$ cat config.mk
export PLATFORM = sky130hd
export DESIGN_NAME = load_formatter
export DESIGN_NICKNAME = d
export VERILOG_FILES = /design/src/rtl/load_formatter.sv
export VERILOG_INCLUDE_DIRS = /design/src /design/src/rtl
export SDC_FILE = /design/constraint.sdc
export NUM_CORES = 1
export LEC_CHECK = 0
export BUFFER_PORTS_ARGS = -buffer_cell sky130_fd_sc_hd__buf_2
export CAP_MARGIN = 20
export CORE_UTILIZATION = 54
export CTS_BUF_LIST = sky130_fd_sc_hd__clkbuf_4 sky130_fd_sc_hd__clkbuf_8
export DETAILED_ROUTE_END_ITERATION = 8
export PLACE_DENSITY = 0.85
export SLEW_MARGIN = 10
export SYNTH_ARGS = -nofsm -noshare
export SYNTH_HDL_FRONTEND = slang
export SYNTH_SLANG_ARGS = --single-unit
$ cat constraint.sdc
create_clock -name clk_i -period 4.93 [get_ports clk_i]
set_input_delay 0.986 -clock clk_i [delete_from_list [all_inputs] [get_ports clk_i]]
set_output_delay 0.986 -clock clk_i [all_outputs]
set_load 0.1 [all_outputs]
$ cat src/rtl/lsu_settings.svh
// encodings, opcodes, func3 codes and memory depth for the lsu, included by rtl and testbench
`ifndef LSU_SETTINGS_SVH
`define LSU_SETTINGS_SVH

// one-hot instruction class, msb first, zero means unrecognized
`define ENCODING_LUI    9'b100000000
`define ENCODING_AUIPC  9'b010000000
`define ENCODING_JAL    9'b001000000
`define ENCODING_JALR   9'b000100000
`define ENCODING_BRANCH 9'b000010000
`define ENCODING_LOAD   9'b000001000
`define ENCODING_STORE  9'b000000100
`define ENCODING_OPIMM  9'b000000010
`define ENCODING_OP     9'b000000001

// rv32i major opcodes
`define OPCODE_LUI    7'b0110111
`define OPCODE_AUIPC  7'b0010111
`define OPCODE_JAL    7'b1101111
`define OPCODE_JALR   7'b1100111
`define OPCODE_BRANCH 7'b1100011
`define OPCODE_LOAD   7'b0000011
`define OPCODE_STORE  7'b0100011
`define OPCODE_OPIMM  7'b0010011
`define OPCODE_OP     7'b0110011

// func3 of the memory instructions
`define RV32I_FUNC3_STORE_BYTE  3'b000
`define RV32I_FUNC3_STORE_HWORD 3'b001
`define RV32I_FUNC3_STORE_WORD  3'b010
`define RV32I_FUNC3_LOAD_BYTE   3'b000
`define RV32I_FUNC3_LOAD_HWORD  3'b001
`define RV32I_FUNC3_LOAD_WORD   3'b010
`define RV32I_FUNC3_LOAD_BYTE_U 3'b100
`define RV32I_FUNC3_LOAD_HWORD_U 3'b101

// data memory depth in words, index width must match
`define LSU_MEM_WORDS 256
`define LSU_ADDR_BITS 8

`endif

$ cat src/rtl/load_formatter.sv
// slices the read word per offset and width, extends it and registers the load result
`default_nettype none
`include "lsu_settings.svh"

module load_formatter (
	input  logic        clk_i,
	input  logic        rst_i,
	input  logic        capture_i,
	input  logic [31:0] rdata_i,
	input  logic [2:0]  func3_i,
	input  logic [1:0]  offset_i,
	output logic [31:0] load_data_o
);

	logic [7:0]  sel_byte;
	logic [15:0] sel_hword;
	logic [31:0] formatted;

	// byte at any offset, halfword at 0 or 2
	assign sel_byte  = rdata_i[{offset_i, 3'b000} +: 8];
	assign sel_hword = offset_i[1] ? rdata_i[31:16] : rdata_i[15:0];

	always_comb begin
		case (func3_i)
			`RV32I_FUNC3_LOAD_BYTE:    formatted = {{24{sel_byte[7]}}, sel_byte};
			`RV32I_FUNC3_LOAD_BYTE_U:  formatted = {24'b0, sel_byte};
			`RV32I_FUNC3_LOAD_HWORD:   formatted = {{16{sel_hword[15]}}, sel_hword};
			`RV32I_FUNC3_LOAD_HWORD_U: formatted = {16'b0, sel_hword};
			// word, bad codes never reach capture
			default:                   formatted = rdata_i;
		endcase
	end

	// holds the last load result between loads
	always_ff @(posedge clk_i) begin
		if (rst_i) begin
			load_data_o <= 32'b0;
		end else if (capture_i) begin
			load_data_o <= formatted;
		end
	end

endmodule

`default_nettype wire

==> reports/metrics.cfg <==
[run_status]
status = finished, final reports clean

[cts]
insertion_delay_ps = 330
clockBufferDepth = 2
clock_sinks = 32
cts-buffers-inserted = 5
clock_tree.root_cell = clkbuf_4
cts_setup_buffers = 0
cts_tree = done
hold_buffers = 0
h-tree-depth = 2
clk_pin_slew_worst_paths_ps = 90
cts_resized = 0

[worst_setup_path]
reg2reg_depth = 3
r2r-end = load_data_o[0]
end_kind = flip-flop
r2r_slack_ps = 4000
arrival_ps = 2860
cp-start-kind = primary input
required_ps = 5100
critPathMaxFanout = 17
r2r-start = load_data_o[0]
critPathKind = in -> reg

[power_and_ir_drop]
internal-power_uw = 422
leakage_uw = 0.000973
p_sw_uw = 317
powerDensity_nw_per_um2 = 339
p_clk_frac = 0.225
p_sw_frac = 0.429
ir_drop_uv = 181
share_comb_of_total_power = 0.384
power_frac_seq = 0.390

[finish]
syn2layout_area_growth_pct = 20.9
layout.nets = 303
largest_reg_flops = 32
multi_input_area_um2 = 1040
antenna-diode-count = 0
fillCellCount = 280
layout-drive-gt1-share = 0.371
ff_latch_area_um2 = 641
regMostFlops = load_data_o
reg.largest.list = load_data_o: 32 flops

[floorplan]
dieHeight_um = 59.8
start_util = 0.581
io_pins = 72
die_w_um = 59.8
die_area_um2 = 3580
core_area_um2 = 3100
rows = 20

[route]
first_pass_iters = 4
drt_iter0_drc = 140
avgViaCountPerCell = 5.95
wire_per_inst_um = 15.2
totalWireLength_um = 4690
drc = 0
num_vias = 1833
ant_nets = 0

[synthesis]
synth_edf_count = 0
async_flop_share = 0
yosysTopAreaCell = dfxtp_1
ys_top_cells_by_area = dfxtp_1 36%, a2111oi_2 12%, nand2_1 5.2%
yosysWarnings = 0
syn_nets = 243
synthFlopType = dfxtp_1
synthCells = 203
avgSynthCellArea_um2 = 8.89
yosysUniqueCellTypes = 34
synth-seq-area-share = 0.355
yosysMostFrequentCell = dfxtp_1
synth_top_area_share = 0.355
synth_common_cells = 32 x dfxtp_1, 25 x nand2_1, 21 x nor2_1
yosys_register_bits = 32
syn_area_um2 = 1800

[global_routing]
grt_pass1_vias = 1575
grt_util_met1 = 0.370
grt_usage = 0.272
use_met2 = 0.417
grt_pass1_wl_um = 7220
grt_max_degree = 49
antenna_found_initial = 0
use_met3 = 0.0584
grt-ovfl-total = 0
busiest_layer = met2

[timing]
setup_viol = 0
final_max_slew_viol_count = 0
rsz0062_at_grt = false
fin_crit_ps = 2700
whs_ps = 479
relSlewSlack = 0.315
setup_tns_ps = 0
finalCritPeriodShare = 0.547
finalHoldViolations = 0
max_freq_ghz = 0.371
fin_skew_ps = 0
tightest_slew_ps = 1030

[min_path]
min_path_type = reg -> reg
worstHoldStart = load_data_o[3]
min_path_cells = 1
whs_endpoint = load_data_o[3]

[place]
numPortBuffers = 71
gp_congestion = 0.873
dp_hpwl_um = 3360

[job]
maxCapViolations = 0

## critical path: stages
cell and delay [ps]:
buf_2 330, mux4_2 410, nand2_1 110, and3_1 840, a2111oi_2 170
## how the worst max path moves through the flow
stage	start	endpoint	slack, ps	cells past startpoint
floorplan	offset_i[1]	load_data_o[17]	2590	7
global placement	offset_i[1]	load_data_o[19]	1960	5
detailed placement	offset_i[1]	load_data_o[24]	1900	5
CTS	offset_i[1]	load_data_o[24]	2260	5
global route	func3_i[1]	load_data_o[29]	2130	5
finish	offset_i[1]	load_data_o[22]	2230	5
## power by group through the flow
stage / logic [uW] / registers [uW] / clock network [uW]
floorplan: 89.3 / 437 / 0
global placement: 281 / 294 / 0
detailed placement: 283 / 294 / 0
CTS: 283 / 288 / 169
global route: 298 / 291 / 179
finish: 284 / 289 / 167
## placed cells by master (no fill, tap or decap)
cell type,instances
mux2i_1,7
dfxtp_1,32
a21o_1,1
a221oi_1,4
a41oi_1,1
nand2_1,25
buf_2,71
a2111oi_2,14
clkbuf_8,1
nor3b_1,2
mux4_2,1
nand2b_1,6
a311o_1,1
a31oi_1,1
clkbuf_4,7
a211oi_1,8
nor2b_1,2
a31o_2,1
a21oi_1,18
and2_1,1
a311oi_1,1
a2111oi_4,2
o21bai_1,1
o22ai_1,13
and3_1,2
nor2_1,21
mux2_2,1
a22o_1,5
and2_0,1
o32ai_1,2
or3_1,1
nor3_1,3
inv_1,7
## through the flow
step / worst slack (ps) / power (uW) / instances / instance area, um2 / util
after floorplan: 2590 / 526 / 203 / 1800 / -
after global placement: 1960 / 575 / 300 / 2120 / 0.682
after detailed placement: 1900 / 577 / 300 / 2120 / 0.682
after CTS: 2260 / 741 / 308 / 2180 / 0.703
after global routing: 2130 / 768 / 308 / 2180 / 0.703
final: 2230 / 739 / 308 / 2180 / 0.703
## layer usage
metal,part of all wire,vias up,routed length [um]
li1,-,886,-
met1,0.43,827,2010
met2,0.46,105,2180
met3,0.085,15,400
met4,0.021,0,99
met5,0,-,0
## area by class of cell
class / count / share of cell area
repair buffers: 71 / 0.163
inverters: 7 / 0.0120
multi-input cells: 146 / 0.476
well taps: 44 / 0.0252
clock buffers: 8 / 0.0304
flip-flops and latches: 32 / 0.294
## cells by family (layout without fill, tap and decap cells)
kind of cell / count (synthesis) / in the layout / share of synthesized area
flip-flops: 32 / 32 / 0.355
AO/OA/AOI/OAI: 73 / 73 / 0.361
multiplexers: 9 / 9 / 0.0576
buffers and inverters: 25 / 86 / 0.0693
AND/OR/NAND/NOR: 64 / 64 / 0.157
No activity file was read; power rests on OpenSTA's default activity.
