`src/rtl/lsu_settings.svh`:
```
// encodings, opcodes, func3 codes and memory depth for the lsu, included by rtl and testbench
`ifndef LSU_SETTINGS_SVH
`define LSU_SETTINGS_SVH

// one-hot instruction class, msb first, zero means unrecognized
`define ENCODING_LUI    9'b100000000
`define ENCODING_AUIPC  9'b010000000
`define ENCODING_JAL    9'b001000000
`define ENCODING_JALR   9'b000100000
`define ENCODING_BRANCH 9'b000010000
`define ENCODING_LOAD   9'b000001000
`define ENCODING_STORE  9'b000000100
`define ENCODING_OPIMM  9'b000000010
`define ENCODING_OP     9'b000000001

// rv32i major opcodes
`define OPCODE_LUI    7'b0110111
`define OPCODE_AUIPC  7'b0010111
`define OPCODE_JAL    7'b1101111
`define OPCODE_JALR   7'b1100111
`define OPCODE_BRANCH 7'b1100011
`define OPCODE_LOAD   7'b0000011
`define OPCODE_STORE  7'b0100011
`define OPCODE_OPIMM  7'b0010011
`define OPCODE_OP     7'b0110011

// func3 of the memory instructions
`define RV32I_FUNC3_STORE_BYTE  3'b000
`define RV32I_FUNC3_STORE_HWORD 3'b001
`define RV32I_FUNC3_STORE_WORD  3'b010
`define RV32I_FUNC3_LOAD_BYTE   3'b000
`define RV32I_FUNC3_LOAD_HWORD  3'b001
`define RV32I_FUNC3_LOAD_WORD   3'b010
`define RV32I_FUNC3_LOAD_BYTE_U 3'b100
`define RV32I_FUNC3_LOAD_HWORD_U 3'b101

// data memory depth in words, index width must match
`define LSU_MEM_WORDS 256
`define LSU_ADDR_BITS 8

`endif

```
`src/rtl/lsu_pkg.sv`:
```
// shared lsu types, wildcard-imported by modules that handle the raw instruction word
`default_nettype none

package lsu_pkg;

	// ------------------------------------------------------------------
	// instruction word, seen as i-type or s-type
	// ------------------------------------------------------------------

	// both views overlay the same 32 bits
	// opcode, func3 and rs1 sit at the same place in either view
	typedef union packed {
		// i-type, used by loads
		struct packed {
			logic [11:0] imm;
			logic [4:0]  rs1;
			logic [2:0]  func3;
			logic [4:0]  rd;
			logic [6:0]  opcode;
		} i_view;

		// s-type, used by stores
		// immediate split around rs2 and rs1
		struct packed {
			logic [6:0]  imm_hi;
			logic [4:0]  rs2;
			logic [4:0]  rs1;
			logic [2:0]  func3;
			logic [4:0]  imm_lo;
			logic [6:0]  opcode;
		} s_view;
	} instr_word_t;

endpackage

`default_nettype wire

```
`src/rtl/instr_decoder.sv`:
```
// combinational decode of the latched instruction into class, func3 and immediate
`default_nettype none
`include "lsu_settings.svh"

module instr_decoder
	import lsu_pkg::*;
(
	input  instr_word_t  instr_i,
	output logic [8:0]   encoding_o,
	output logic [2:0]   func3_o,
	output logic [31:0]  immediate_o
);

	// ------------------------------------------------------------------
	// opcode to one-hot class
	// ------------------------------------------------------------------

	// opcode lives in the same bits for both views
	always_comb begin
		case (instr_i.i_view.opcode)
			`OPCODE_LUI:    encoding_o = `ENCODING_LUI;
			`OPCODE_AUIPC:  encoding_o = `ENCODING_AUIPC;
			`OPCODE_JAL:    encoding_o = `ENCODING_JAL;
			`OPCODE_JALR:   encoding_o = `ENCODING_JALR;
			`OPCODE_BRANCH: encoding_o = `ENCODING_BRANCH;
			`OPCODE_LOAD:   encoding_o = `ENCODING_LOAD;
			`OPCODE_STORE:  encoding_o = `ENCODING_STORE;
			`OPCODE_OPIMM:  encoding_o = `ENCODING_OPIMM;
			`OPCODE_OP:     encoding_o = `ENCODING_OP;
			// unknown opcode
			default:        encoding_o = 9'b0;
		endcase
	end

	// func3 also shared between views
	assign func3_o = instr_i.i_view.func3;

	// ------------------------------------------------------------------
	// immediate
	// ------------------------------------------------------------------

	always_comb begin
		case (instr_i.i_view.opcode)
			// loads take the 12-bit i-type field
			`OPCODE_LOAD: begin
				immediate_o = {{20{instr_i.i_view.imm[11]}}, instr_i.i_view.imm};
			end
			// stores glue the split s-type halves back together
			`OPCODE_STORE: begin
				immediate_o = {{20{instr_i.s_view.imm_hi[6]}},
					instr_i.s_view.imm_hi, instr_i.s_view.imm_lo};
			end
			// no address for other classes
			default: immediate_o = 32'b0;
		endcase
	end

endmodule

`default_nettype wire

```
`config.mk`:
```
export PLATFORM = sky130hd
export DESIGN_NAME = instr_decoder
export DESIGN_NICKNAME = d
export VERILOG_FILES = /design/src/rtl/lsu_pkg.sv /design/src/rtl/instr_decoder.sv
export VERILOG_INCLUDE_DIRS = /design/src /design/src/rtl
export SDC_FILE = /design/constraint.sdc
export NUM_CORES = 1
export LEC_CHECK = 0
export BUFFER_PORTS_ARGS = -buffer_cell sky130_fd_sc_hd__buf_2
export CAP_MARGIN = 40
export CORE_AREA = 2 2 41 47
export DETAILED_ROUTE_END_ITERATION = 10
export DIE_AREA = 0 0 43 49
export PLACE_DENSITY = 0.91
export SYNTH_ARGS = -nofsm -noshare
export SYNTH_HDL_FRONTEND = slang
export SYNTH_SLANG_ARGS = --single-unit
```
`constraint.sdc`:
```
create_clock -name vclk -period 4
set_clock_uncertainty 0.15 [all_clocks]
set_input_delay 0.8 -clock vclk [all_inputs]
set_output_delay 0.8 -clock vclk [all_outputs]
set_load 0.01 [all_outputs]
```
==> results.yml <==
sta:
  slew_viol_final: 0
  hold_viol_final: 0
  tightest_slew_ns: 0.7593
  period_needed_ns: 3.153
  setup-tns-final_ns: 0
  slew-limit-headroom: 0.4911
  setup_viol: 0
  rsz0062_at_grt: "no"
  fin_ws_ns: 0.8466
  fmax_ghz: 0.3171
  period_share: 0.7883
setup_path:
  path_common_cell: "buf_2"
  path_buf_inv: 3
  worstPathArrival_ns: 2.20
  critPathTopFamily: "simple AND/OR/NAND/NOR gates"
  critPathSlowestCell: "nor3_2"
  end_kind: "output pin"
  critPathKind: "input port to output pin"
  critPathMaxFanout: 21
  cp.required_ns: 3.05
  cpPeakStageDelay_ns: 0.64
  cp-start-kind: "input port"
  worstPathCellList: "buf_2, nand4bb_1, buf_4, nor3_2, buf_2"
grt:
  grt_pass1_wl_mm: 1.966
  grtUsageTotal: 0.1105
  grt_pass1_vias: 469
  antenna_found_initial: 0
  grt_max_degree: 22
  grt-ovfl-total: 0
yosys:
  ys_seq_area_frac: 0
  syn_avg_cell_area_um2: 7.562
  synthTopCellsByArea: "buf_4, nor3_2, mux2i_1"
  ys_types: 15
  synth_top_cell_by_area: "buf_4"
  yosysTopAreaCellShare: 0.3309
  synth_area_um2: 521.8
  synthCells: 69
  synth_nets: 101
  ys_warn_count: 0
final_layout:
  final_common_cell: "buf_2"
  final_cells: 126
  seq_cell_count: 0
  clock_buffers: 0
  antenna_cells: 0
  register_area_um2: 0
  area_growth_pct: 24.94
  finish.net_count: 142
  layout_common_cells: "buf_2, nor3_2, inv_1"
  drive_gt1_frac: 0.7130
place:
  portBuffers: 65
  post-place-ws_ns: 0.8055
  dp_cells: 126
  gp_congestion: 0.6937
  dp_hpwl_um: 997.6
floorplanning:
  initial_core_util: 0.3103
  rows: 16
  io_pins: 76
  core_area_um2: 1682
  die_area_um2: 2107
  die_h_um: 49
  die_w_um: 43
drt:
  final_antenna_net_count: 0
  wire_per_inst_um: 9.500
  drcViolationCount: 0
  wl_mm: 1.197
  via_per_inst: 4.405
  drt-initial-drc-count: 2
  drt_pass1_iterations: 4
  via_count: 555
pwr:
  vdd_ir_drop_max_mv: 0.02098
  p_per_area_nw_per_um2: 52.12
  power_leakage_nw: 0.4358
flow_run:
  cap_violations: 0
cts:
  cts_setup_buffers: 0
  ctsResizeCount: 0
  holdBufCountCts: 0
run_status:
  status: "complete, no violations"
min_path:
  min_path_type: "input port to output pin"
where the power goes:
part / internal, W / switching (W) / leakage (nW)
Combinational: 0.0000162 / 0.0000178 / 0.436
Clock: 0 / 0 / 0
Sequential: 0 / 0 / 0
worst paths after layout:
check | from | endpoint | slack (ns) | cells after the start
worst max-delay path | instr_i[3] | immediate_o[27] | 0.85 | 5
worst min-delay path | instr_i[12] | func3_o[0] | 1.45 | 0
layout make-up:
type                            instances  area [µm²]
Fill cell                             186        1030
Timing Repair Buffer                   67       340.3
Multi-Input combinational cell         33       259.0
Inverter                                8       30.03
Tap cell                               18       22.52
cell usage after synthesis:
| cell type | n |
|---|---|
| nand3b_1 | 2 |
| nor2_1 | 7 |
| or2_1 | 1 |
| nor3_2 | 9 |
| nand4bb_1 | 1 |
| nand4b_1 | 1 |
| nor3_1 | 4 |
| mux2i_1 | 5 |
| nor3_4 | 1 |
| inv_1 | 8 |
| buf_4 | 23 |
| or3b_1 | 1 |
| buf_6 | 4 |
| nand4_1 | 1 |
| buf_8 | 1 |
routing by layer:
metal | routed length (µm) | GRT usage | vias to the layer above
li1 | - | - | 279
met1 | 440 | 0.1222 | 235
met5 | 0 | 0 | -
met3 | 174 | 0.003704 | 0
met4 | 0 | 0 | 0
met2 | 582 | 0.2348 | 41
cell families after synthesis:
group	after synthesis	synth area share
multiplexers	5	0.09593
buffers and inverters	36	0.5036
AND/OR/NAND/NOR	28	0.4005
through the flow:
step | hold WS (ns) | instance area (µm²) | utilization | total power (W)
6_report | 1.450 | 651.9 | 0.3876 | 0.00003397
2_1_floorplan | 1.542 | 521.8 | - | 0.00002607
4_1_cts | 1.450 | 651.9 | 0.3876 | 0.00003469
3_3_place_gp | 1.450 | 651.9 | 0.3876 | 0.00003393
5_1_grt | 1.450 | 651.9 | 0.3876 | 0.00003847
3_5_place_dp | 1.450 | 651.9 | 0.3876 | 0.00003457
Note: power is estimated with default switching activity, not from simulation.
