$ cat src/rtl/lsu_settings.svh
// encodings, opcodes, func3 codes and memory depth for the lsu, included by rtl and testbench
`ifndef LSU_SETTINGS_SVH
`define LSU_SETTINGS_SVH

// one-hot instruction class, msb first, zero means unrecognized
`define ENCODING_LUI    9'b100000000
`define ENCODING_AUIPC  9'b010000000
`define ENCODING_JAL    9'b001000000
`define ENCODING_JALR   9'b000100000
`define ENCODING_BRANCH 9'b000010000
`define ENCODING_LOAD   9'b000001000
`define ENCODING_STORE  9'b000000100
`define ENCODING_OPIMM  9'b000000010
`define ENCODING_OP     9'b000000001

// rv32i major opcodes
`define OPCODE_LUI    7'b0110111
`define OPCODE_AUIPC  7'b0010111
`define OPCODE_JAL    7'b1101111
`define OPCODE_JALR   7'b1100111
`define OPCODE_BRANCH 7'b1100011
`define OPCODE_LOAD   7'b0000011
`define OPCODE_STORE  7'b0100011
`define OPCODE_OPIMM  7'b0010011
`define OPCODE_OP     7'b0110011

// func3 of the memory instructions
`define RV32I_FUNC3_STORE_BYTE  3'b000
`define RV32I_FUNC3_STORE_HWORD 3'b001
`define RV32I_FUNC3_STORE_WORD  3'b010
`define RV32I_FUNC3_LOAD_BYTE   3'b000
`define RV32I_FUNC3_LOAD_HWORD  3'b001
`define RV32I_FUNC3_LOAD_WORD   3'b010
`define RV32I_FUNC3_LOAD_BYTE_U 3'b100
`define RV32I_FUNC3_LOAD_HWORD_U 3'b101

// data memory depth in words, index width must match
`define LSU_MEM_WORDS 256
`define LSU_ADDR_BITS 8

`endif

$ cat src/rtl/lsu_pkg.sv
// shared lsu types, wildcard-imported by modules that handle the raw instruction word
`default_nettype none

package lsu_pkg;

	// ------------------------------------------------------------------
	// instruction word, seen as i-type or s-type
	// ------------------------------------------------------------------

	// both views overlay the same 32 bits
	// opcode, func3 and rs1 sit at the same place in either view
	typedef union packed {
		// i-type, used by loads
		struct packed {
			logic [11:0] imm;
			logic [4:0]  rs1;
			logic [2:0]  func3;
			logic [4:0]  rd;
			logic [6:0]  opcode;
		} i_view;

		// s-type, used by stores
		// immediate split around rs2 and rs1
		struct packed {
			logic [6:0]  imm_hi;
			logic [4:0]  rs2;
			logic [4:0]  rs1;
			logic [2:0]  func3;
			logic [4:0]  imm_lo;
			logic [6:0]  opcode;
		} s_view;
	} instr_word_t;

endpackage

`default_nettype wire

$ cat src/rtl/mem_req_if.sv
// decoded memory request shared by the reference controller, the control FSM and the memory
`default_nettype none

interface mem_req_if;

	// request flags
	logic        flag_load;
	logic        flag_store;
	// target address and masked store data
	logic [31:0] addr;
	logic [31:0] data;
	// access width and sign, passed through
	logic [2:0]  func3;
	// [2] unknown func3, [1] addr[1] set, [0] addr[0] set
	logic [2:0]  exception;

	// producer side
	modport ctrl_mp (output flag_load, flag_store, addr, data, func3, exception);
	// FSM classifies the request
	modport seq_mp (input flag_load, flag_store, func3, exception);
	// memory only needs location, data and width
	modport mem_mp (input addr, data, func3);

endinterface

`default_nettype wire

$ cat src/rtl/lsu_control.sv
// lsu sequencing FSM, latches an issue, drives memory strobes and completion pulses
`default_nettype none
`include "lsu_settings.svh"

module lsu_control
	import lsu_pkg::*;
(
	input  logic        clk_i,
	input  logic        rst_i,
	input  logic        issue_i,
	input  logic [31:0] instr_i,
	input  logic [31:0] rs1_i,
	input  logic [31:0] rs2_i,
	mem_req_if.seq_mp   req,
	output instr_word_t instr_q_o,
	output logic [31:0] rs1_q_o,
	output logic [31:0] rs2_q_o,
	output logic        mem_we_o,
	output logic        mem_re_o,
	output logic        load_fin_o,
	output logic        done_o,
	output logic        load_valid_o,
	output logic        busy_o,
	output logic        exc_valid_o,
	output logic [2:0]  exc_code_o
);

	localparam logic [1:0] ST_IDLE     = 2'd0;
	localparam logic [1:0] ST_ACCESS   = 2'd1;
	localparam logic [1:0] ST_LOAD_FIN = 2'd2;

	logic [1:0] state_q;
	logic       word_acc;
	logic       hword_acc;
	logic       fault;

	// ------------------------------------------------------------------
	// issue latch
	// ------------------------------------------------------------------

	// only taken while idle, so a busy issue is dropped
	always_ff @(posedge clk_i) begin
		if (state_q == ST_IDLE && issue_i) begin
			instr_q_o <= instr_i;
			rs1_q_o   <= rs1_i;
			rs2_q_o   <= rs2_i;
		end
	end

	// ------------------------------------------------------------------
	// fault classification
	// ------------------------------------------------------------------

	// store func3 codes equal the load ones
	assign word_acc  = (req.func3 == `RV32I_FUNC3_LOAD_WORD);
	assign hword_acc = (req.func3 == `RV32I_FUNC3_LOAD_HWORD) ||
		(req.func3 == `RV32I_FUNC3_LOAD_HWORD_U);

	// byte accesses never misalign
	assign fault = (req.flag_load | req.flag_store) &
		(req.exception[2] |
		(word_acc & (req.exception[1] | req.exception[0])) |
		(hword_acc & req.exception[0]));

	// strobes only in the access cycle, blocked on a fault
	assign mem_we_o   = (state_q == ST_ACCESS) & req.flag_store & ~fault;
	assign mem_re_o   = (state_q == ST_ACCESS) & req.flag_load & ~fault;
	assign load_fin_o = (state_q == ST_LOAD_FIN);
	assign busy_o     = (state_q != ST_IDLE);

	// ------------------------------------------------------------------
	// state and completion pulses
	// ------------------------------------------------------------------

	always_ff @(posedge clk_i) begin
		if (rst_i) begin
			state_q      <= ST_IDLE;
			done_o       <= 1'b0;
			load_valid_o <= 1'b0;
			exc_valid_o  <= 1'b0;
			exc_code_o   <= 3'b0;
		end else begin
			// pulses last one cycle
			done_o       <= 1'b0;
			load_valid_o <= 1'b0;
			exc_valid_o  <= 1'b0;
			case (state_q)
				ST_IDLE: begin
					if (issue_i) begin
						state_q <= ST_ACCESS;
					end
				end
				ST_ACCESS: begin
					if (mem_re_o) begin
						// read word lands this edge, format next
						state_q <= ST_LOAD_FIN;
					end else begin
						// store, fault or non-memory retires here
						state_q <= ST_IDLE;
						done_o  <= 1'b1;
						if (fault) begin
							exc_valid_o <= 1'b1;
							exc_code_o  <= req.exception;
						end
					end
				end
				ST_LOAD_FIN: begin
					state_q      <= ST_IDLE;
					done_o       <= 1'b1;
					load_valid_o <= 1'b1;
				end
				default: state_q <= ST_IDLE;
			endcase
		end
	end

endmodule

`default_nettype wire

$ cat src/flat_wrapper.sv
// flat-port wrapper written by rule: the top's interface ports become plain ports
module lsu_control_flat import lsu_pkg::*;
  (clk_i, rst_i, issue_i, instr_i, rs1_i, rs2_i, instr_q_o, rs1_q_o, rs2_q_o, mem_we_o, mem_re_o, load_fin_o, done_o, load_valid_o, busy_o, exc_valid_o, exc_code_o, req_flag_load, req_flag_store, req_func3, req_exception);
  mem_req_if req_i ();
  input  logic clk_i;
  input  logic rst_i;
  input  logic issue_i;
  input  logic [31:0] instr_i;
  input  logic [31:0] rs1_i;
  input  logic [31:0] rs2_i;
  output instr_word_t instr_q_o;
  output logic [31:0] rs1_q_o;
  output logic [31:0] rs2_q_o;
  output logic mem_we_o;
  output logic mem_re_o;
  output logic load_fin_o;
  output logic done_o;
  output logic load_valid_o;
  output logic busy_o;
  output logic exc_valid_o;
  output logic [2:0] exc_code_o;
  input wire logic [$bits(req_i.flag_load)-1:0] req_flag_load;
  input wire logic [$bits(req_i.flag_store)-1:0] req_flag_store;
  input wire logic [$bits(req_i.func3)-1:0] req_func3;
  input wire logic [$bits(req_i.exception)-1:0] req_exception;
  assign req_i.flag_load = req_flag_load;
  assign req_i.flag_store = req_flag_store;
  assign req_i.func3 = req_func3;
  assign req_i.exception = req_exception;
  lsu_control u_core (.clk_i(clk_i), .rst_i(rst_i), .issue_i(issue_i), .instr_i(instr_i), .rs1_i(rs1_i), .rs2_i(rs2_i), .req(req_i), .instr_q_o(instr_q_o), .rs1_q_o(rs1_q_o), .rs2_q_o(rs2_q_o), .mem_we_o(mem_we_o), .mem_re_o(mem_re_o), .load_fin_o(load_fin_o), .done_o(done_o), .load_valid_o(load_valid_o), .busy_o(busy_o), .exc_valid_o(exc_valid_o), .exc_code_o(exc_code_o));
endmodule
$ cat config.mk
export PLATFORM = sky130hd
export DESIGN_NAME = lsu_control_flat
export DESIGN_NICKNAME = d
export VERILOG_FILES = /design/src/rtl/lsu_pkg.sv /design/src/rtl/mem_req_if.sv /design/src/rtl/lsu_control.sv /design/src/flat_wrapper.sv
export VERILOG_INCLUDE_DIRS = /design/src /design/src/rtl
export SDC_FILE = /design/constraint.sdc
export NUM_CORES = 1
export LEC_CHECK = 0
export BUFFER_PORTS_ARGS = -buffer_cell sky130_fd_sc_hd__buf_2
export CORE_MARGIN = 5
export CORE_UTILIZATION = 42
export CTS_BUF_LIST = sky130_fd_sc_hd__clkbuf_4 sky130_fd_sc_hd__clkbuf_8 sky130_fd_sc_hd__clkbuf_16
export CTS_CLUSTER_SIZE = 28
export DETAILED_ROUTE_END_ITERATION = 10
export PLACE_DENSITY = 0.88
export SYNTH_ARGS = -nofsm -noshare
export SYNTH_HDL_FRONTEND = slang
export SYNTH_SLANG_ARGS = --single-unit
$ cat constraint.sdc
create_clock -name clk_i -period 6.6 [get_ports clk_i]
set_input_delay 1.32 -clock clk_i [delete_from_list [all_inputs] [get_ports clk_i]]
set_output_delay 1.32 -clock clk_i [all_outputs]
set_load 0.02 [all_outputs]
==> results of run 1 <==
==> worst min-delay path, stage by stage (launching register included) <==
cell and delay [ps]:
dfxtp_1 320, nand2b_1 70, mux2i_1 60
==> layer usage <==
metal | GRT usage (%) | wire, um | vias to the layer above | part of all wire (%)
met5 | 0 | 0 | - | 0
met4 | 4.937 | 141 | 0 | 1.7
met3 | 6.794 | 854 | 15 | 11
met2 | 29.80 | 4251 | 129 | 53
met1 | 17.32 | 2838 | 992 | 35
li1 | - | - | 988 | -
==> cell usage after synthesis <==
library cell,count,area share (%)
edfxtp_1,96,87
o21ai_0,2,0.30
mux2i_1,2,0.61
a211oi_4,1,0.61
and3b_2,1,0.30
nor3b_2,1,0.38
a21oi_1,3,0.45
nor2_1,2,0.23
o211ai_1,1,0.23
nor3_1,1,0.15
dfxtp_1,8,4.9
or2_4,1,0.27
nor2b_1,1,0.19
clkbuf_1,1,0.11
o21ai_1,1,0.15
and3_1,2,0.38
ha_1,3,1.1
o31ai_1,1,0.23
a31oi_1,1,0.19
nand4_1,1,0.19
inv_1,5,0.57
or2b_1,1,0.23
nor2_2,1,0.19
nand2b_1,4,0.76
==> worst paths after layout <==
kind,from,endpoint,slack (ps),depth (start not counted)
min,u_core.exc_code_o[1],u_core.exc_code_o[1],480,2
min reg2reg,u_core.exc_code_o[1],u_core.exc_code_o[1],480,2
max,req_exception[0],mem_we_o,2910,5
max reg2reg,u_core.state_q[1],u_core.rs2_q_o[1],3930,5
==> logic make-up (layout without fill, tap and decap cells) <==
logic type      count (synthesis)  in the layout  share of synthesized area (%)
buf+inv                         6            234                         0.6820
mux                             2              2                         0.6063
compound gates                 10             10                          2.160
flops                         104            104                          92.16
simple gates                   16             16                          3.259
fa+ha+maj                       3              3                          1.137
==> power breakdown <==
group / internal (uW) / switching, uW / leakage, uW
Sequential: 770 / 10.0 / 0.000986
Combinational: 53.8 / 103 / 0.000958
Clock: 146 / 210 / 0.0000844
==> cell type report <==
class / instances / area [sq um] / share of cell area (%)
Clock inverter: 6 / 51.30 / 1.095
Tap cell: 102 / 127.6 / 2.724
Timing Repair Buffer: 213 / 1069 / 22.81
Sequential cell: 104 / 3043 / 64.96
Inverter: 5 / 18.77 / 0.4006
Multi-Input combinational cell: 31 / 244.0 / 5.208
Clock buffer: 10 / 131.4 / 2.804
==> cells in the final DEF, fill, tap and decap left out <==
cell type / Yosys / layout
nor2_1: 2 / 1
inv_1: 5 / 5
edfxtp_1: 96 / 96
buf_2: 0 / 212
clkbuf_4: 0 / 1
o21ai_0: 2 / 2
o21ai_1: 1 / 1
inv_8: 0 / 1
a21oi_1: 3 / 3
or2b_1: 1 / 1
or2_4: 1 / 1
nor3_1: 1 / 1
a31oi_1: 1 / 1
nand2b_1: 4 / 4
nor2_2: 1 / 1
clkinvlp_4: 0 / 3
o211ai_1: 1 / 1
buf_4: 0 / 1
nand4_1: 1 / 1
dfxtp_1: 8 / 8
mux2i_1: 2 / 2
clkbuf_8: 0 / 9
ha_1: 3 / 3
inv_6: 0 / 1
nor2b_1: 1 / 1
and3_1: 2 / 2
nor2_4: 0 / 1
o31ai_1: 1 / 1
clkinv_4: 0 / 1
a211oi_4: 1 / 1
nor3b_2: 1 / 1
and3b_2: 1 / 1
==> sequential cells by signal, indices dropped and copies added, names as in the netlist <==
signal and cells:
u_core.instr_q_o 32, u_core.rs1_q_o 32, u_core.rs2_q_o 32, u_core.exc_code_o 3
u_core.state_q 2, u_core.done_o 1, u_core.exc_valid_o 1, u_core.load_valid_o 1
==> through the flow <==
| stage | hold WS [ps] | power (uW) | worst slack [ps] | utilization, % |
|---|---|---|---|---|
| after global placement | 459.0 | 947.9 | 2934 | 58.56 |
| after floorplan | 479.1 | 880.0 | 649.9 | - |
| final | 484.7 | 1294 | 2908 | 60.94 |
| after global routing | 519.9 | 1349 | 2816 | 60.94 |
| after CTS | 485.1 | 1310 | 2917 | 60.94 |
| after detailed placement | 469.6 | 955.4 | 2919 | 58.56 |
==> impl_metrics.toml, run 1 <==
[sta]
slew_viol_final = 0
setup_viol = 0
skew_ps = 14.97
tns_ps = 0
fin_crit_ps = 3692
final.period_utilization_pct = 55.94
fmax_mhz = 270.8
slew_headroom_pct = 26.99
rsz0062_at_grt = "no"
hold_violations = 0
tightest_slew_ps = 1092

[worst_hold_path]
hold_path.class = "flip-flop to flip-flop"

[finish]
final_cell_count_no_fill = 471
nets = 474
diodes = 0
fin_area_sq_mm = 0.004684
fillers = 618
drive_above_1_share_pct = 63.69
syn2layout_area_growth_pct = 41.87

[pwr]
power.leakage_uw = 0.002028
ir_drop_v = 0.0001144
power_density_mw_per_mm2 = 276.2

[synthesis]
syn-instance-count = 141
synth.distinct_cells = 24
ys_ff_latch = 104
syn-cell-area_sq_mm = 0.003302
avgSynthCellArea_sq_um = 23.42
syn-num-nets = 251
synth_seq_area_share_pct = 92.16
synth_warnings = 0

[worst_setup_path]
worstPathMaxFanout = 7
crit_type = "input pin to output pin"
required_ps = 5280
critPathMaxStageDelay_ps = 340
startpoint_type = "input pin"
worst-path-buf-inv = 2
cp-end-kind = "output pin"
cp_top_family = "simple AND/OR/NAND/NOR gates"
cp_slowest_cell = "a211oi_4"
path_cells = "buf_2 > or2_4 > a211oi_4 > and3_1 > buf_2"
crit_path_frequent_cell = "buf_2"
arrival_ps = 2370

[global_route]
groute.usage.overall_pct = 16.40
grt_overflow = 0
grt_pass1_vias = 2258
grt_antenna_before_repair = 0
grt_first_pass_wirelength_mm = 12.09
grt_max_degree = 57

[clock_tree]
htreeDepth = 3
clk_latency_ps = 360
cts_resized = 0
clk_root_buffer_cell = "clkbuf_8"
cts_tree = "yes"
postCtsSetupRepairBufs = 0
path_clk_slew_ps = 90
numCtsBuffers = 9
holdBufCountCts = 0
clockBufferDepth = 2
clock-sinks = 104

[floorplanning]
die_w_um = 98.67
std_cell_rows = 32
dieArea_sq_mm = 0.009735
die_h_um = 98.67
start_util_pct = 42.95
core_sq_mm = 0.007687
pin_count = 213

[detailed_routing]
ant_nets = 0
vias = 2124
drtPass1Iterations = 4
drt_iter0_drc = 75
totalWireLength_mm = 8.086
vias_per_cell = 4.510
remaining_drc_errors = 0
wl_per_cell_um = 17.17

[place]
dp_cells = 455
dpl-instance-area_sq_mm = 0.004502
port_buffers = 212
place_congestion = 0.7928
dp_hpwl_mm = 6.450

[outcome]
status = "complete, no violations"

[job]
drv_cap = 0
Power figures use the tool's default switching activity.
==> run 2: changes to the inputs <==
==> constraint.sdc (replaced) <==
create_clock -name clk_i -period 3.7 [get_ports clk_i]
set_input_delay 0.74 -clock clk_i [delete_from_list [all_inputs] [get_ports clk_i]]
set_output_delay 0.74 -clock clk_i [all_outputs]
set_load 0.02 [all_outputs]
==> run 2 against run 1 <==
Sequential share of layout area down 0.45 points. Largest cell class unchanged. First-iteration DRC count shrank 24%. Total power increased by 84%. Register-to-register slack got worse by 2400 ps. Via count rose by 0.89%. Worst setup slack worse by 1700 ps. Sequential cell count unchanged. Sequential power increased by 78%. Cell count is 0.21% higher. Clock skew is 3.4 ps lower. Clock power up 99%. Core utilization increased by 0.42 points.
==> impl_metrics.toml, run 2 (synthesis results as in run 1) <==
[detailed_routing]
wl_per_cell_um = 17.31
drt_iter0_drc = 57
routed.top_layer = "met4"
drtPass1Iterations = 4
vias_per_cell = 4.540
totalWireLength_mm = 8.169
met1_length_mm = 2.689
wl_met3_um = 774
remaining_drc_errors = 0
ant_nets = 0
met2_length_mm = 4.599
vias = 2143

[worst_setup_path]
arrival_ps = 1780
worst-r2r-cell-count = 5
crit_path_frequent_cell = "buf_2"
path_cells = "buf_2 > or2_4 > a211oi_4 > and3_1 > buf_2"
worstPathMaxFanout = 7
r2r_end = "u_core.rs1_q_o[9]"
cp-end-kind = "output pin"
critPathMaxStageDelay_ps = 320
required_ps = 2960
cp_slowest_cell = "a211oi_4"
startpoint_type = "input pin"
rrSetupSlack_ps = 1550
crit_type = "input pin to output pin"
reg2reg_from = "u_core.state_q[0]"

[sta]
fmax_mhz = 396.8
tns_ps = 0
finalWorstSetupSlack_ps = 1180
final.period_utilization_pct = 68.12
tightest_slew_ps = 597.9
slew_headroom_pct = 60.04
fin_crit_ps = 2520
setup_viol = 0
slew_viol_final = 0
hold_violations = 0
skew_ps = 11.60
rsz0062_at_grt = "no"

[floorplanning]
pin_count = 213
start_util_pct = 42.95
die_h_um = 98.67
die_w_um = 98.67
std_cell_rows = 32
dieArea_sq_mm = 0.009735
core_sq_mm = 0.007687

[finish]
drive_above_1_share_pct = 63.78
diodes = 0
final_cell_mix = "buf_2, edfxtp_1, clkbuf_8"
nets = 475
syn2layout_area_growth_pct = 42.86
reg_top3 = "u_core.instr_q_o (32), u_core.rs1_q_o (32), u_core.rs2_q_o (32)"
fin_util_pct = 61.36
mostFrequentLayoutCell = "buf_2"

[worst_hold_path]
hold_path_end = "u_core.exc_code_o[0]"
min_from = "u_core.exc_code_o[0]"
hold_depth = 2
hold_path.class = "flip-flop to flip-flop"

[pwr]
power.leakage_uw = 0.002055
ir_drop_v = 0.0002175
power_density_mw_per_mm2 = 504.7

[clock_tree]
numCtsBuffers = 9
postCtsSetupRepairBufs = 0
htreeDepth = 3
clockBufferDepth = 2
cts_tree = "yes"
cts_resized = 0
holdBufCountCts = 0
clk_root_buffer_cell = "clkbuf_8"
path_clk_slew_ps = 90
clk_latency_ps = 360
clock-sinks = 104

[global_route]
grt_first_pass_wirelength_mm = 12.20
grt_overflow = 0
grt_max_degree = 42
grt_antenna_before_repair = 0
groute.usage.overall_pct = 16.66
grt_pass1_vias = 2317

[place]
port_buffers = 212
dp_slack_ps = 1183
place_congestion = 0.7929
dp_hpwl_mm = 6.569

[job]
drv_cap = 0

[outcome]
status = "complete, no violations"
[run 2: cell types whose count changed in the layout (fill, tap and decap cells not counted)]
cell and delta:
clkinv_4 +2, buf_4 +1, clkinvlp_4 -3, bufinv_16 +1
[run 2: layer usage]
metal | track usage (%) | vias up
met1 | 16.41 | 1012
met4 | 6.092 | 0
li1 | - | 994
met5 | 0 | -
met3 | 5.874 | 10
met2 | 31.77 | 127
[run 2: worst max path at each step]
stage | from | end | slack, ps | depth (start not counted)
global route | req_exception[0] | mem_re_o | 1100 | 5
CTS | req_exception[0] | mem_re_o | 1180 | 5
finish | req_exception[0] | mem_re_o | 1180 | 5
detailed placement | req_exception[0] | mem_re_o | 1180 | 5
global placement | req_exception[0] | mem_re_o | 1200 | 5
floorplan | issue_i | u_core.instr_q_o[0] | 1070 | 2
[run 2: power breakdown]
part           internal, uW  switching, uW
combinational          97.1            184
clock                   331            377
sequential             1370           17.8
total                  1800            579
[run 2: critical path: cells and delay by family]
kind | cells | cell delay, ps
and+or+nand+nor | 2 | 450
AOI/OAI and AO/OA | 1 | 320
buffers and inverters | 2 | 270
[run 2: area by class of cell]
cell class | count | area, sq um
tap | 102 | 127.6
sequential | 104 | 3043
clock buffer | 10 | 131.4
inverter | 5 | 18.77
multi-input combinational | 31 | 244.0
fill | 610 | 2970
clock inverter | 6 | 76.32
timing repair buffer | 214 | 1076
[run 2: stage by stage]
stage	area (sq um)	instances	total power (uW)	hold slack (ps)
after floorplan	3309	141	1563	479.1
after global placement	4509	456	1692	457.2
after detailed placement	4509	456	1705	467.3
after CTS	4717	472	2419	483.3
after global routing	4717	472	2484	510.9
final	4717	472	2381	476.6
