**src/rtl/lsu_settings.svh**
```systemverilog
// encodings, opcodes, func3 codes and memory depth for the lsu, included by rtl and testbench
`ifndef LSU_SETTINGS_SVH
`define LSU_SETTINGS_SVH

// one-hot instruction class, msb first, zero means unrecognized
`define ENCODING_LUI    9'b100000000
`define ENCODING_AUIPC  9'b010000000
`define ENCODING_JAL    9'b001000000
`define ENCODING_JALR   9'b000100000
`define ENCODING_BRANCH 9'b000010000
`define ENCODING_LOAD   9'b000001000
`define ENCODING_STORE  9'b000000100
`define ENCODING_OPIMM  9'b000000010
`define ENCODING_OP     9'b000000001

// rv32i major opcodes
`define OPCODE_LUI    7'b0110111
`define OPCODE_AUIPC  7'b0010111
`define OPCODE_JAL    7'b1101111
`define OPCODE_JALR   7'b1100111
`define OPCODE_BRANCH 7'b1100011
`define OPCODE_LOAD   7'b0000011
`define OPCODE_STORE  7'b0100011
`define OPCODE_OPIMM  7'b0010011
`define OPCODE_OP     7'b0110011

// func3 of the memory instructions
`define RV32I_FUNC3_STORE_BYTE  3'b000
`define RV32I_FUNC3_STORE_HWORD 3'b001
`define RV32I_FUNC3_STORE_WORD  3'b010
`define RV32I_FUNC3_LOAD_BYTE   3'b000
`define RV32I_FUNC3_LOAD_HWORD  3'b001
`define RV32I_FUNC3_LOAD_WORD   3'b010
`define RV32I_FUNC3_LOAD_BYTE_U 3'b100
`define RV32I_FUNC3_LOAD_HWORD_U 3'b101

// data memory depth in words, index width must match
`define LSU_MEM_WORDS 256
`define LSU_ADDR_BITS 8

`endif

```
**src/rtl/mem_req_if.sv**
```systemverilog
// decoded memory request shared by the reference controller, the control FSM and the memory
`default_nettype none

interface mem_req_if;

	// request flags
	logic        flag_load;
	logic        flag_store;
	// target address and masked store data
	logic [31:0] addr;
	logic [31:0] data;
	// access width and sign, passed through
	logic [2:0]  func3;
	// [2] unknown func3, [1] addr[1] set, [0] addr[0] set
	logic [2:0]  exception;

	// producer side
	modport ctrl_mp (output flag_load, flag_store, addr, data, func3, exception);
	// FSM classifies the request
	modport seq_mp (input flag_load, flag_store, func3, exception);
	// memory only needs location, data and width
	modport mem_mp (input addr, data, func3);

endinterface

`default_nettype wire

```
**src/rtl/memory_reference_controller.sv**
```systemverilog
// computes target address, store data and exception vector of a load or store
`default_nettype none
`include "lsu_settings.svh"

module memory_reference_controller (
	input  logic [8:0]  encoding_i,
	input  logic [2:0]  func3_i,
	input  logic [31:0] src1_operand_i,
	input  logic [31:0] src2_operand_i,
	input  logic [31:0] immediate_i,
	mem_req_if.ctrl_mp  req
);

	logic        flag_load;
	logic        flag_store;
	logic [31:0] addr_target;
	logic [31:0] data_target;
	logic        func3_bad;

	// ------------------------------------------------------------------
	// request decode
	// ------------------------------------------------------------------

	always_comb begin
		// idle defaults, also for non-memory classes
		flag_load   = 1'b0;
		flag_store  = 1'b0;
		addr_target = 32'b0;
		data_target = 32'b0;
		func3_bad   = 1'b0;

		case (encoding_i)
			`ENCODING_LOAD: begin
				flag_load   = 1'b1;
				addr_target = src1_operand_i + immediate_i;
				// five legal load widths
				case (func3_i)
					`RV32I_FUNC3_LOAD_BYTE,
					`RV32I_FUNC3_LOAD_HWORD,
					`RV32I_FUNC3_LOAD_WORD,
					`RV32I_FUNC3_LOAD_BYTE_U,
					`RV32I_FUNC3_LOAD_HWORD_U: func3_bad = 1'b0;
					default:                   func3_bad = 1'b1;
				endcase
			end

			`ENCODING_STORE: begin
				flag_store  = 1'b1;
				addr_target = src1_operand_i + immediate_i;
				// keep only the bytes being stored
				case (func3_i)
					`RV32I_FUNC3_STORE_BYTE:  data_target = src2_operand_i & 32'h0000_00ff;
					`RV32I_FUNC3_STORE_HWORD: data_target = src2_operand_i & 32'h0000_ffff;
					`RV32I_FUNC3_STORE_WORD:  data_target = src2_operand_i;
					default:                  func3_bad = 1'b1;
				endcase
			end

			default: func3_bad = 1'b0;
		endcase
	end

	// ------------------------------------------------------------------
	// interface drive
	// ------------------------------------------------------------------

	assign req.flag_load  = flag_load;
	assign req.flag_store = flag_store;
	assign req.addr       = addr_target;
	assign req.data       = data_target;
	assign req.func3      = func3_i;
	// alignment bits only meaningful on an access
	// width check happens in the FSM
	assign req.exception  = {func3_bad,
		(flag_load | flag_store) & addr_target[1],
		(flag_load | flag_store) & addr_target[0]};

endmodule

`default_nettype wire

```
**src/flat_wrapper.sv**
```systemverilog
// flat-port wrapper written by rule: the top's interface ports become plain ports
module memory_reference_controller_flat 
  (encoding_i, func3_i, src1_operand_i, src2_operand_i, immediate_i, req_flag_load, req_flag_store, req_addr, req_data, req_func3, req_exception);
  mem_req_if req_i ();
  input  logic [8:0] encoding_i;
  input  logic [2:0] func3_i;
  input  logic [31:0] src1_operand_i;
  input  logic [31:0] src2_operand_i;
  input  logic [31:0] immediate_i;
  output wire logic [$bits(req_i.flag_load)-1:0] req_flag_load;
  output wire logic [$bits(req_i.flag_store)-1:0] req_flag_store;
  output wire logic [$bits(req_i.addr)-1:0] req_addr;
  output wire logic [$bits(req_i.data)-1:0] req_data;
  output wire logic [$bits(req_i.func3)-1:0] req_func3;
  output wire logic [$bits(req_i.exception)-1:0] req_exception;
  assign req_flag_load = req_i.flag_load;
  assign req_flag_store = req_i.flag_store;
  assign req_addr = req_i.addr;
  assign req_data = req_i.data;
  assign req_func3 = req_i.func3;
  assign req_exception = req_i.exception;
  memory_reference_controller u_core (.encoding_i(encoding_i), .func3_i(func3_i), .src1_operand_i(src1_operand_i), .src2_operand_i(src2_operand_i), .immediate_i(immediate_i), .req(req_i));
endmodule
```
**config.mk**
```make
export PLATFORM = sky130hd
export DESIGN_NAME = memory_reference_controller_flat
export DESIGN_NICKNAME = d
export VERILOG_FILES = /design/src/rtl/mem_req_if.sv /design/src/rtl/memory_reference_controller.sv /design/src/flat_wrapper.sv
export VERILOG_INCLUDE_DIRS = /design/src /design/src/rtl
export SDC_FILE = /design/constraint.sdc
export NUM_CORES = 1
export LEC_CHECK = 0
export ABC_CLOCK_PERIOD_IN_PS = 3900
export BUFFER_PORTS_ARGS = -buffer_cell sky130_fd_sc_hd__buf_4
export CAP_MARGIN = 5
export CORE_MARGIN = 3
export CORE_UTILIZATION = 44
export DETAILED_ROUTE_END_ITERATION = 8
export GPL_ROUTABILITY_DRIVEN = 0
export PLACE_DENSITY = 0.9
export SLEW_MARGIN = 20
export SYNTH_ARGS = -nofsm -noshare
export SYNTH_HDL_FRONTEND = slang
export SYNTH_SLANG_ARGS = --single-unit
```
**constraint.sdc**
```tcl
create_clock -name vclk -period 3.9
set_input_delay 0.39 -clock vclk [all_inputs]
set_output_delay 0.39 -clock vclk [all_outputs]
set_load 0.01 [all_outputs]
```
==> results.ini, run 1 <==
[outcome]
status=complete, no violations

[worst_setup_path]
critPathBufInv=2
cp.arrival_ns=2.95
critical_path.startpoint_type=input pin
cp.required_ns=3.51
critical_path.top_delay_family=simple AND/OR/NAND/NOR gates
worst_path_max_delay_cell=or3_1
critPathMaxFanout=6
critPathKind=input pin to output port
end_kind=output port
crit_cells=11
crit_chain=buf_4, ha_1, and2_1, nor3b_1, a32oi_1, and4_1, nor3_1, or3_1, or3_1, nand3_1, buf_4
critPathMaxStageDelay_ns=0.48

[sta]
worst_pin_slew_ns=0.733
setup_viol=0
tns_ns=0
finalCriticalPeriod_ns=3.34
setup_slack_ns=0.557
fmax_ghz=0.299
final-max-slew-violation-count=0
rsz0062_at_grt=no
whs_ns=1.00
fin_crit_sh_pct=85.7
relSlewSlack_pct=50.8
hold_viol_final=0

[hold_path]
min_path_type=input pin to output port
hp-start=func3_i[2]
hold_path_depth=2
holdPathEnd=req_func3[2]

[cells_and_area]
nets=633
antenna_cells=0
utilization_pct=77.4
final_area_sq_mm=0.00351
nFillCells=371
area_growth_pct=63.2
seqCellArea_sq_um=0
nClkBuffers=0
stdcell_count=556
seq_cell_count=0
drive_gt1_share_pct=38.3

[route]
wl_met1_um=3400
wirelength_um=8080
post-route-drc-count=0
routed-wl-met2_um=4090
avgViaCountPerCell=5.30
vias=2947
ant_nets=0
wl_met3_um=576
drtIter0Drc=162
dr.pass1.iters=5
routedWlPerCell_um=14.5
dr.max_layer_used=met4

[global_route]
antenna_found_initial=0
globalRouteOverflowTotal=0
grt_pass1_wl_um=12000
grt_max_degree=32
grt_pass1_vias=2827
grt_usage_pct=25.6

[synthesis]
ys_seq_area_share_pct=0
synthDistinctLibCells=48
mappedNetlistNets=465
yosysWarnings=0
synth_area_sq_mm=0.00215
syn_inst=325
avgSynthCellArea_sq_um=6.61

[floorplanning]
die_w_um=75.9
initial_core_util_pct=47.4
core_sq_mm=0.00453
die_h_um=75.9
num_rows=24
dieArea_sq_mm=0.00576
io_pins=180

[placement]
dp_hpwl_um=7040
placed_cell_area_sq_mm=0.00351
port_buffers=180
dp_slack_ns=0.599
dp_cells=556

[pwr]
leakagePower_nw=1.85
finalPower_mw=0.360
ir_drop_uv=67.0
powerDensity_mw_per_mm2=103

[clock_network]
postCtsHoldBufs=0
cts_setup_buffers=0
ctsResizeCount=0

[flow_run]
maxCapViolCount=0

## cells in the mapped netlist (all sizes together)
master / number / area share (%)
o21bai: 4 / 1.4
or2: 2 / 0.58
a31o: 2 / 0.82
buf: 10 / 3.2
a311oi: 1 / 0.41
nor2: 33 / 5.8
nand2b: 5 / 1.5
nor4b: 1 / 0.41
o21a: 4 / 1.4
o211ai: 4 / 1.4
a21oi: 31 / 7.2
nor3: 17 / 4.0
o221ai: 1 / 0.41
nor3b: 4 / 1.4
a211oi: 7 / 2.7
and3: 5 / 1.5
o31a: 1 / 0.41
a21o: 19 / 6.6
fa: 1 / 0.93
inv: 7 / 1.2
and4: 2 / 0.82
and2: 35 / 10
o21ai: 13 / 3.0
nand3: 17 / 4.0
or3: 4 / 1.2
o211a: 1 / 0.47
o2111ai: 1 / 0.41
a32oi: 1 / 0.41
a211o: 1 / 0.41
a31oi: 2 / 0.58
nand2: 16 / 2.8
o311ai: 1 / 0.41
nand4: 2 / 0.58
a221o: 1 / 0.47
a41oi: 2 / 0.82
xor2: 9 / 3.7
clkbuf: 6 / 1.0
xnor2: 11 / 4.5
a21boi: 1 / 0.35
nor2b: 5 / 1.5
nor4: 3 / 0.87
ha: 31 / 18
mux2i: 1 / 0.47
## cells in the final DEF (no fill, tap or decap), types with 4 or more instances in the layout
cell / n
nor2b_1: 5
a21o_1: 19
and2_1: 35
a211oi_1: 6
inv_1: 7
nand2_1: 16
nor3_1: 17
nor3b_1: 4
a21oi_1: 31
o211ai_1: 4
nor2_1: 32
o21bai_1: 4
nand2b_1: 5
and3_1: 5
or3_1: 4
o21ai_0: 10
nand3_1: 17
o21a_1: 4
xnor2_1: 11
ha_1: 31
buf_4: 182
xor2_1: 9
## final cells by class
class | instances | area [sq um] | area share (%)
multi-input cells | 302 | 2030 | 58.0
inverters | 7 | 26.3 | 0.749
repair buffers | 182 | 1370 | 38.9
well taps | 65 | 81.3 | 2.32
## where the power goes
part,switching [mW],internal (mW),total [mW],leakage [nW]
combinational,0.174,0.186,0.360,1.85
clock,0,0,0,0
sequential,0,0,0,0
total,0.174,0.186,0.360,1.85
## worst max-delay path by stage
stage	from	endpoint	slack, ns
2_1_floorplan	src1_operand_i[11]	req_addr[30]	0.95
3_3_place_gp	src1_operand_i[0]	req_addr[26]	0.61
3_5_place_dp	src1_operand_i[0]	req_addr[26]	0.60
4_1_cts	src1_operand_i[0]	req_addr[26]	0.58
5_1_grt	src1_operand_i[0]	req_addr[26]	0.31
6_report	src1_operand_i[6]	req_addr[30]	0.56
## metal layers
layer / track usage (%) / vias to the layer above
li1: - / 1524
met3: 2.37 / 4
met4: 2.33 / 0
met2: 45.5 / 111
met1: 34.4 / 1308
met5: 0 / -
## kinds of logic (layout without fill, tap and decap cells)
family	after synthesis	count (layout)	share of synthesized area (%)
AOI/OAI and AO/OA	98	98	30.1
xor gates and xnor gates	20	20	8.15
adders and majority gates	32	32	19.0
buffers and inverters	23	189	5.47
muxes	1	1	0.466
and+or+nand+nor	151	151	36.8
Power figures use the tool's default switching activity.
==> run 2: changes to the inputs <==
Settings changed: CELL_PAD_IN_SITES_DETAIL_PLACEMENT set to 1, CELL_PAD_IN_SITES_GLOBAL_PLACEMENT set to 1, CORE_UTILIZATION 44 to 28, MAX_ROUTING_LAYER set to met4, PLACE_DENSITY 0.9 to not set, PLACE_DENSITY_LB_ADDON set to 0.1, SKIP_LAST_GASP set to 1.
==> run 2 against run 1 <==
Count of clock-buffer cells in the layout stayed put. Highest routed layer unchanged. Sequential share of layout area stayed put. Largest power group unchanged. Worst setup slack worse by 0.065 ns. Largest cell class unchanged.
==> results.ini, run 2 (synthesis gave the netlist of run 1 again) <==
[worst_setup_path]
critPathMaxFanout=6  ; unchanged
critPathKind=input pin to output port
cp.required_ns=3.51  ; about the same
end_kind=output port
critical_path.startpoint_type=input pin
cp.arrival_ns=3.02  ; +0.07 ns

[route]
ant_nets=0  ; unchanged
avgViaCountPerCell=5.10  ; -3.8%
routedWlPerCell_um=15.7  ; +7.7%
drtIter0Drc=49  ; -70%
vias=3013  ; +2.2%
post-route-drc-count=0  ; unchanged
dr.pass1.iters=4  ; -1
wirelength_um=9250  ; +14%

[sta]
worst_pin_slew_ns=0.727  ; -0.00628 ns
fin_crit_sh_pct=87.4  ; +1.7 points
setup_viol=0  ; unchanged
setup_slack_ns=0.491  ; -0.0654 ns
fmax_ghz=0.293  ; -1.9%
tns_ns=0  ; unchanged
rsz0062_at_grt=no
final-max-slew-violation-count=0  ; unchanged
finalCriticalPeriod_ns=3.41  ; +0.0654 ns
hold_viol_final=0  ; unchanged
relSlewSlack_pct=51.3  ; +0.45 points

[pwr]
powerDensity_mw_per_mm2=102  ; -0.35%
p_int_mw=0.187  ; +0.21%
ir_drop_uv=48.9  ; -27%
leakagePower_nw=1.86  ; +0.37%
p_seq_share_pct=0  ; unchanged
pwr-share-comb_pct=100.0  ; about the same
p_switching_mw=0.178  ; +2.4%
p_sw_share_pct=48.9  ; +0.53 points
p_clk_share_pct=0  ; unchanged

[hold_path]
hold_path_depth=2  ; unchanged
min_path_type=input pin to output port
holdPathEnd=req_func3[0]
hp-start=func3_i[0]

[global_route]
grt_pass1_wl_um=14600  ; +22%
globalRouteOverflowTotal=0  ; unchanged
grt_max_degree=32  ; unchanged
antenna_found_initial=0  ; unchanged
grt_pass1_vias=3163  ; +12%
grt_usage_pct=20.5  ; -5.1 points

[clock_network]
postCtsHoldBufs=0  ; unchanged
cts_setup_buffers=0  ; unchanged
ctsResizeCount=0  ; unchanged

[floorplanning]
die_w_um=93.6  ; +23%
die_h_um=93.6  ; +23%
initial_core_util_pct=29.2  ; -18 points
io_pins=180  ; unchanged
num_rows=31  ; +29%
core_sq_mm=0.00737  ; +63%
dieArea_sq_mm=0.00876  ; +52%

[cells_and_area]
nets=634  ; +0.16%
final_common_cell=buf_4
seq_cell_count=0  ; unchanged
antenna_cells=0  ; unchanged
seqCellArea_sq_um=0  ; unchanged
nClkBuffers=0  ; unchanged
drive_gt1_share_pct=38.6  ; +0.33 points
area_growth_pct=65.8
stdcell_count=591  ; +6.3%
final_cell_mix=183 x buf_4, 35 x and2_1, 32 x nor2_1, 31 x a21oi_1, 31 x ha_1

[placement]
dp_hpwl_um=8230  ; +17%
dp_slack_ns=0.462  ; -0.137 ns
port_buffers=180  ; unchanged
dp_cells=591  ; +6.3%

[outcome]
status=complete, no violations

[flow_run]
maxCapViolCount=0  ; unchanged

run 2: cell types whose count changed in the layout (fill, tap and decap cells not counted):
cell / delta
o21ai_1: -1
nor4b_2: +1
nor4b_1: -1
o21ai_0: +1
buf_4: +1
run 2: worst max path at each step:
stage,startpoint,end,cells after the start
floorplan,src1_operand_i[11],req_addr[30],11
global placement,src1_operand_i[0],req_addr[26],13
detailed placement,src1_operand_i[0],req_addr[26],13
CTS,src1_operand_i[0],req_addr[26],13
global route,src1_operand_i[0],req_addr[26],13
finish,src1_operand_i[0],req_addr[26],13
run 2: metrics by stage:
step	hold slack [ns]	power (mW)	cell area, sq um	util [%]
3_5_place_dp	1.02	0.365	3560	48.4
2_1_floorplan	0.872	0.227	2150	-
6_report	1.02	0.365	3560	48.4
5_1_grt	1.03	0.408	3560	48.4
3_3_place_gp	1.01	0.357	3560	48.4
4_1_cts	1.02	0.366	3560	48.4
run 2: layer usage:
metal | global-route usage [%] | share of wire, %
met4 | 1.20 | 0.57
met1 | 24.2 | 41
met5 | - | 0
met2 | 39.0 | 52
met3 | 2.17 | 6.0
run 2: power groups by stage:
stage	Combinational, mW	Sequential [mW]	Clock, mW
after floorplan	0.227	0	0
after global placement	0.357	0	0
after detailed placement	0.365	0	0
after CTS	0.366	0	0
after global routing	0.408	0	0
final	0.365	0	0
run 2: final cells by class:
cell class | instances | area, sq um
Fill cell | 1000 | 3800
Multi-Input combinational cell | 302 | 2040
Timing Repair Buffer | 183 | 1370
Tap cell | 99 | 124
Inverter | 7 | 26.3
run 2: worst max-delay path: stages:
cell and delay [ns]:
buf_4 0.08, ha_1 0.18, inv_1 0.07, fa_1 0.40, nand2b_1 0.17, a21oi_1 0.24
a32oi_1 0.14, and4_1 0.24, nor3_1 0.32, or3_1 0.30, a311oi_1 0.13, nor3_1 0.21
buf_4 0.15
==> run 3: changes to the inputs <==
Settings changed: RECOVER_POWER set to 50.
==> run 3 against run 2 <==
Via count shrank 0.30%. Global-route usage is the same. Critical path depth is the same. Die area is the same. Non-clock buffer count is the same. Sequential share of layout area is the same. First-iteration DRC count grew 8.2%. Utilization shrank 1.2 points. Count of clock-buffer cells in the layout is the same. Fmax shrank 0.17%. Power shrank 0.50%. Wire length shrank 0.19%. Critical path type unchanged. Largest power group unchanged.
==> results.ini, run 3 (synthesis gave the netlist of run 1 again) <==
[clock_network]
postCtsHoldBufs=0  ; unchanged
cts_setup_buffers=0  ; unchanged
ctsResizeCount=0  ; unchanged

[placement]
port_buffers=180  ; unchanged
dp_hpwl_um=8230  ; unchanged

[floorplanning]
die_w_um=93.6  ; unchanged
core_sq_mm=0.00737  ; unchanged
initial_core_util_pct=29.2  ; unchanged
die_h_um=93.6  ; unchanged
io_pins=180  ; unchanged
num_rows=31  ; unchanged
dieArea_sq_mm=0.00876  ; unchanged

[route]
wirelength_um=9230  ; -0.19%
dr.pass1.iters=4  ; unchanged
ant_nets=0  ; unchanged
routedWlPerCell_um=15.6  ; -0.19%
drtIter0Drc=53  ; +8.2%
vias=3004  ; -0.30%
avgViaCountPerCell=5.08  ; -0.30%
post-route-drc-count=0  ; unchanged

[worst_setup_path]
critPathKind=input pin to output port
cp.required_ns=3.51  ; about the same
end_kind=output port
cp.arrival_ns=3.02  ; about the same
crit_chain=buf_4, ha_1, inv_1, fa_1, nand2b_1, a21oi_1, a32oi_1, and4_1, nor3_1, or3_1, a311oi_1, nor3_1, buf_4
critical_path.startpoint_type=input pin
critPathMaxFanout=6  ; unchanged
worst_path_max_delay_cell=fa_1
critPathMaxStageDelay_ns=0.40  ; about the same

[cells_and_area]
drive_gt1_share_pct=34.1  ; -4.5 points
final_common_cell=buf_4
nets=634  ; unchanged
area_growth_pct=61.9
nClkBuffers=0  ; unchanged
antenna_cells=0  ; unchanged
seqCellArea_sq_um=0  ; unchanged
utilization_pct=47.2  ; -1.2 points
seq_cell_count=0  ; unchanged
final_cell_mix=162 x buf_4, 32 x nor2_1, 31 x a21oi_1, 31 x ha_1
nFillCells=1013  ; +1.3%

[sta]
fmax_ghz=0.293  ; -0.17%
fin_crit_sh_pct=87.6  ; +0.15 points
rsz0062_at_grt=no
relSlewSlack_pct=5.60  ; -46 points
finalCriticalPeriod_ns=3.41  ; +0.00583 ns
setup_viol=0  ; unchanged
final-max-slew-violation-count=0  ; unchanged
worst_pin_slew_ns=1.42  ; +0.690 ns
hold_viol_final=0  ; unchanged
tns_ns=0  ; unchanged

[outcome]
status=complete, no violations

[global_route]
antenna_found_initial=0  ; unchanged
grt_pass1_wl_um=14600  ; unchanged
grt_max_degree=32  ; unchanged
grt_usage_pct=20.5  ; unchanged
globalRouteOverflowTotal=0  ; unchanged
grt_pass1_vias=3163  ; unchanged

[hold_path]
hold_path_depth=2  ; unchanged
min_path_type=input pin to output port

[pwr]
ir_drop_uv=48.8  ; -0.28%
powerDensity_mw_per_mm2=104  ; +1.9%
leakagePower_nw=1.76  ; -5.5%

[flow_run]
maxCapViolCount=0  ; unchanged

[run 3: changes by cell type in the layout (fill, tap and decap cells not counted), sizes merged]
| cell | delta |
|---|---|
| buf | -21 |
| clkbuf | +21 |
[run 3: layout make-up]
type	count	area [sq um]	area share, %
repair buffers	183	1290	37.2
multi-input cells	302	2030	58.5
well taps	99	124	3.56
inverters	7	26.3	0.755
[run 3: path summary, 6_finish.rpt]
path / end / start
hold / removal: req_func3[0] / func3_i[0]
setup / recovery: req_addr[26] / src1_operand_i[0]
[run 3: report_power, final]
group / switching, mW / internal [mW] / total [mW] / leakage (nW)
Combinational: 0.178 / 0.185 / 0.363 / 1.76
Sequential: 0 / 0 / 0 / 0
Clock: 0 / 0 / 0 / 0
Total: 0.178 / 0.185 / 0.363 / 1.76
[run 3: layer usage]
metal,GRT usage (%),part of all wire (%),vias to the layer above
li1,-,-,1526
met1,24.2,41,1367
met2,39.0,52,107
met3,2.17,5.9,4
met4,1.20,0.57,0
met5,-,0,-
[run 3: stage by stage]
step                      instance area [sq um]  cells  hold slack [ns]  power [mW]  setup WS (ns)
after floorplan                            2150    325            0.872       0.227          0.951
after global placement                     3560    591             1.01       0.357          0.542
after detailed placement                   3560    591             1.02       0.365          0.462
after CTS                                  3560    591             1.02       0.366          0.453
after global routing                       3480    591             1.04       0.406          0.182
final                                      3480    591             1.04       0.363          0.485
[run 3: worst max-delay path, delay by kind of cell]
family                     cells  cell delay [ns]
AOI/OAI and AO/OA              3             0.51
adders and majority gates      2             0.58
and+or+nand+nor                5             1.24
buffers and inverters          3             0.30
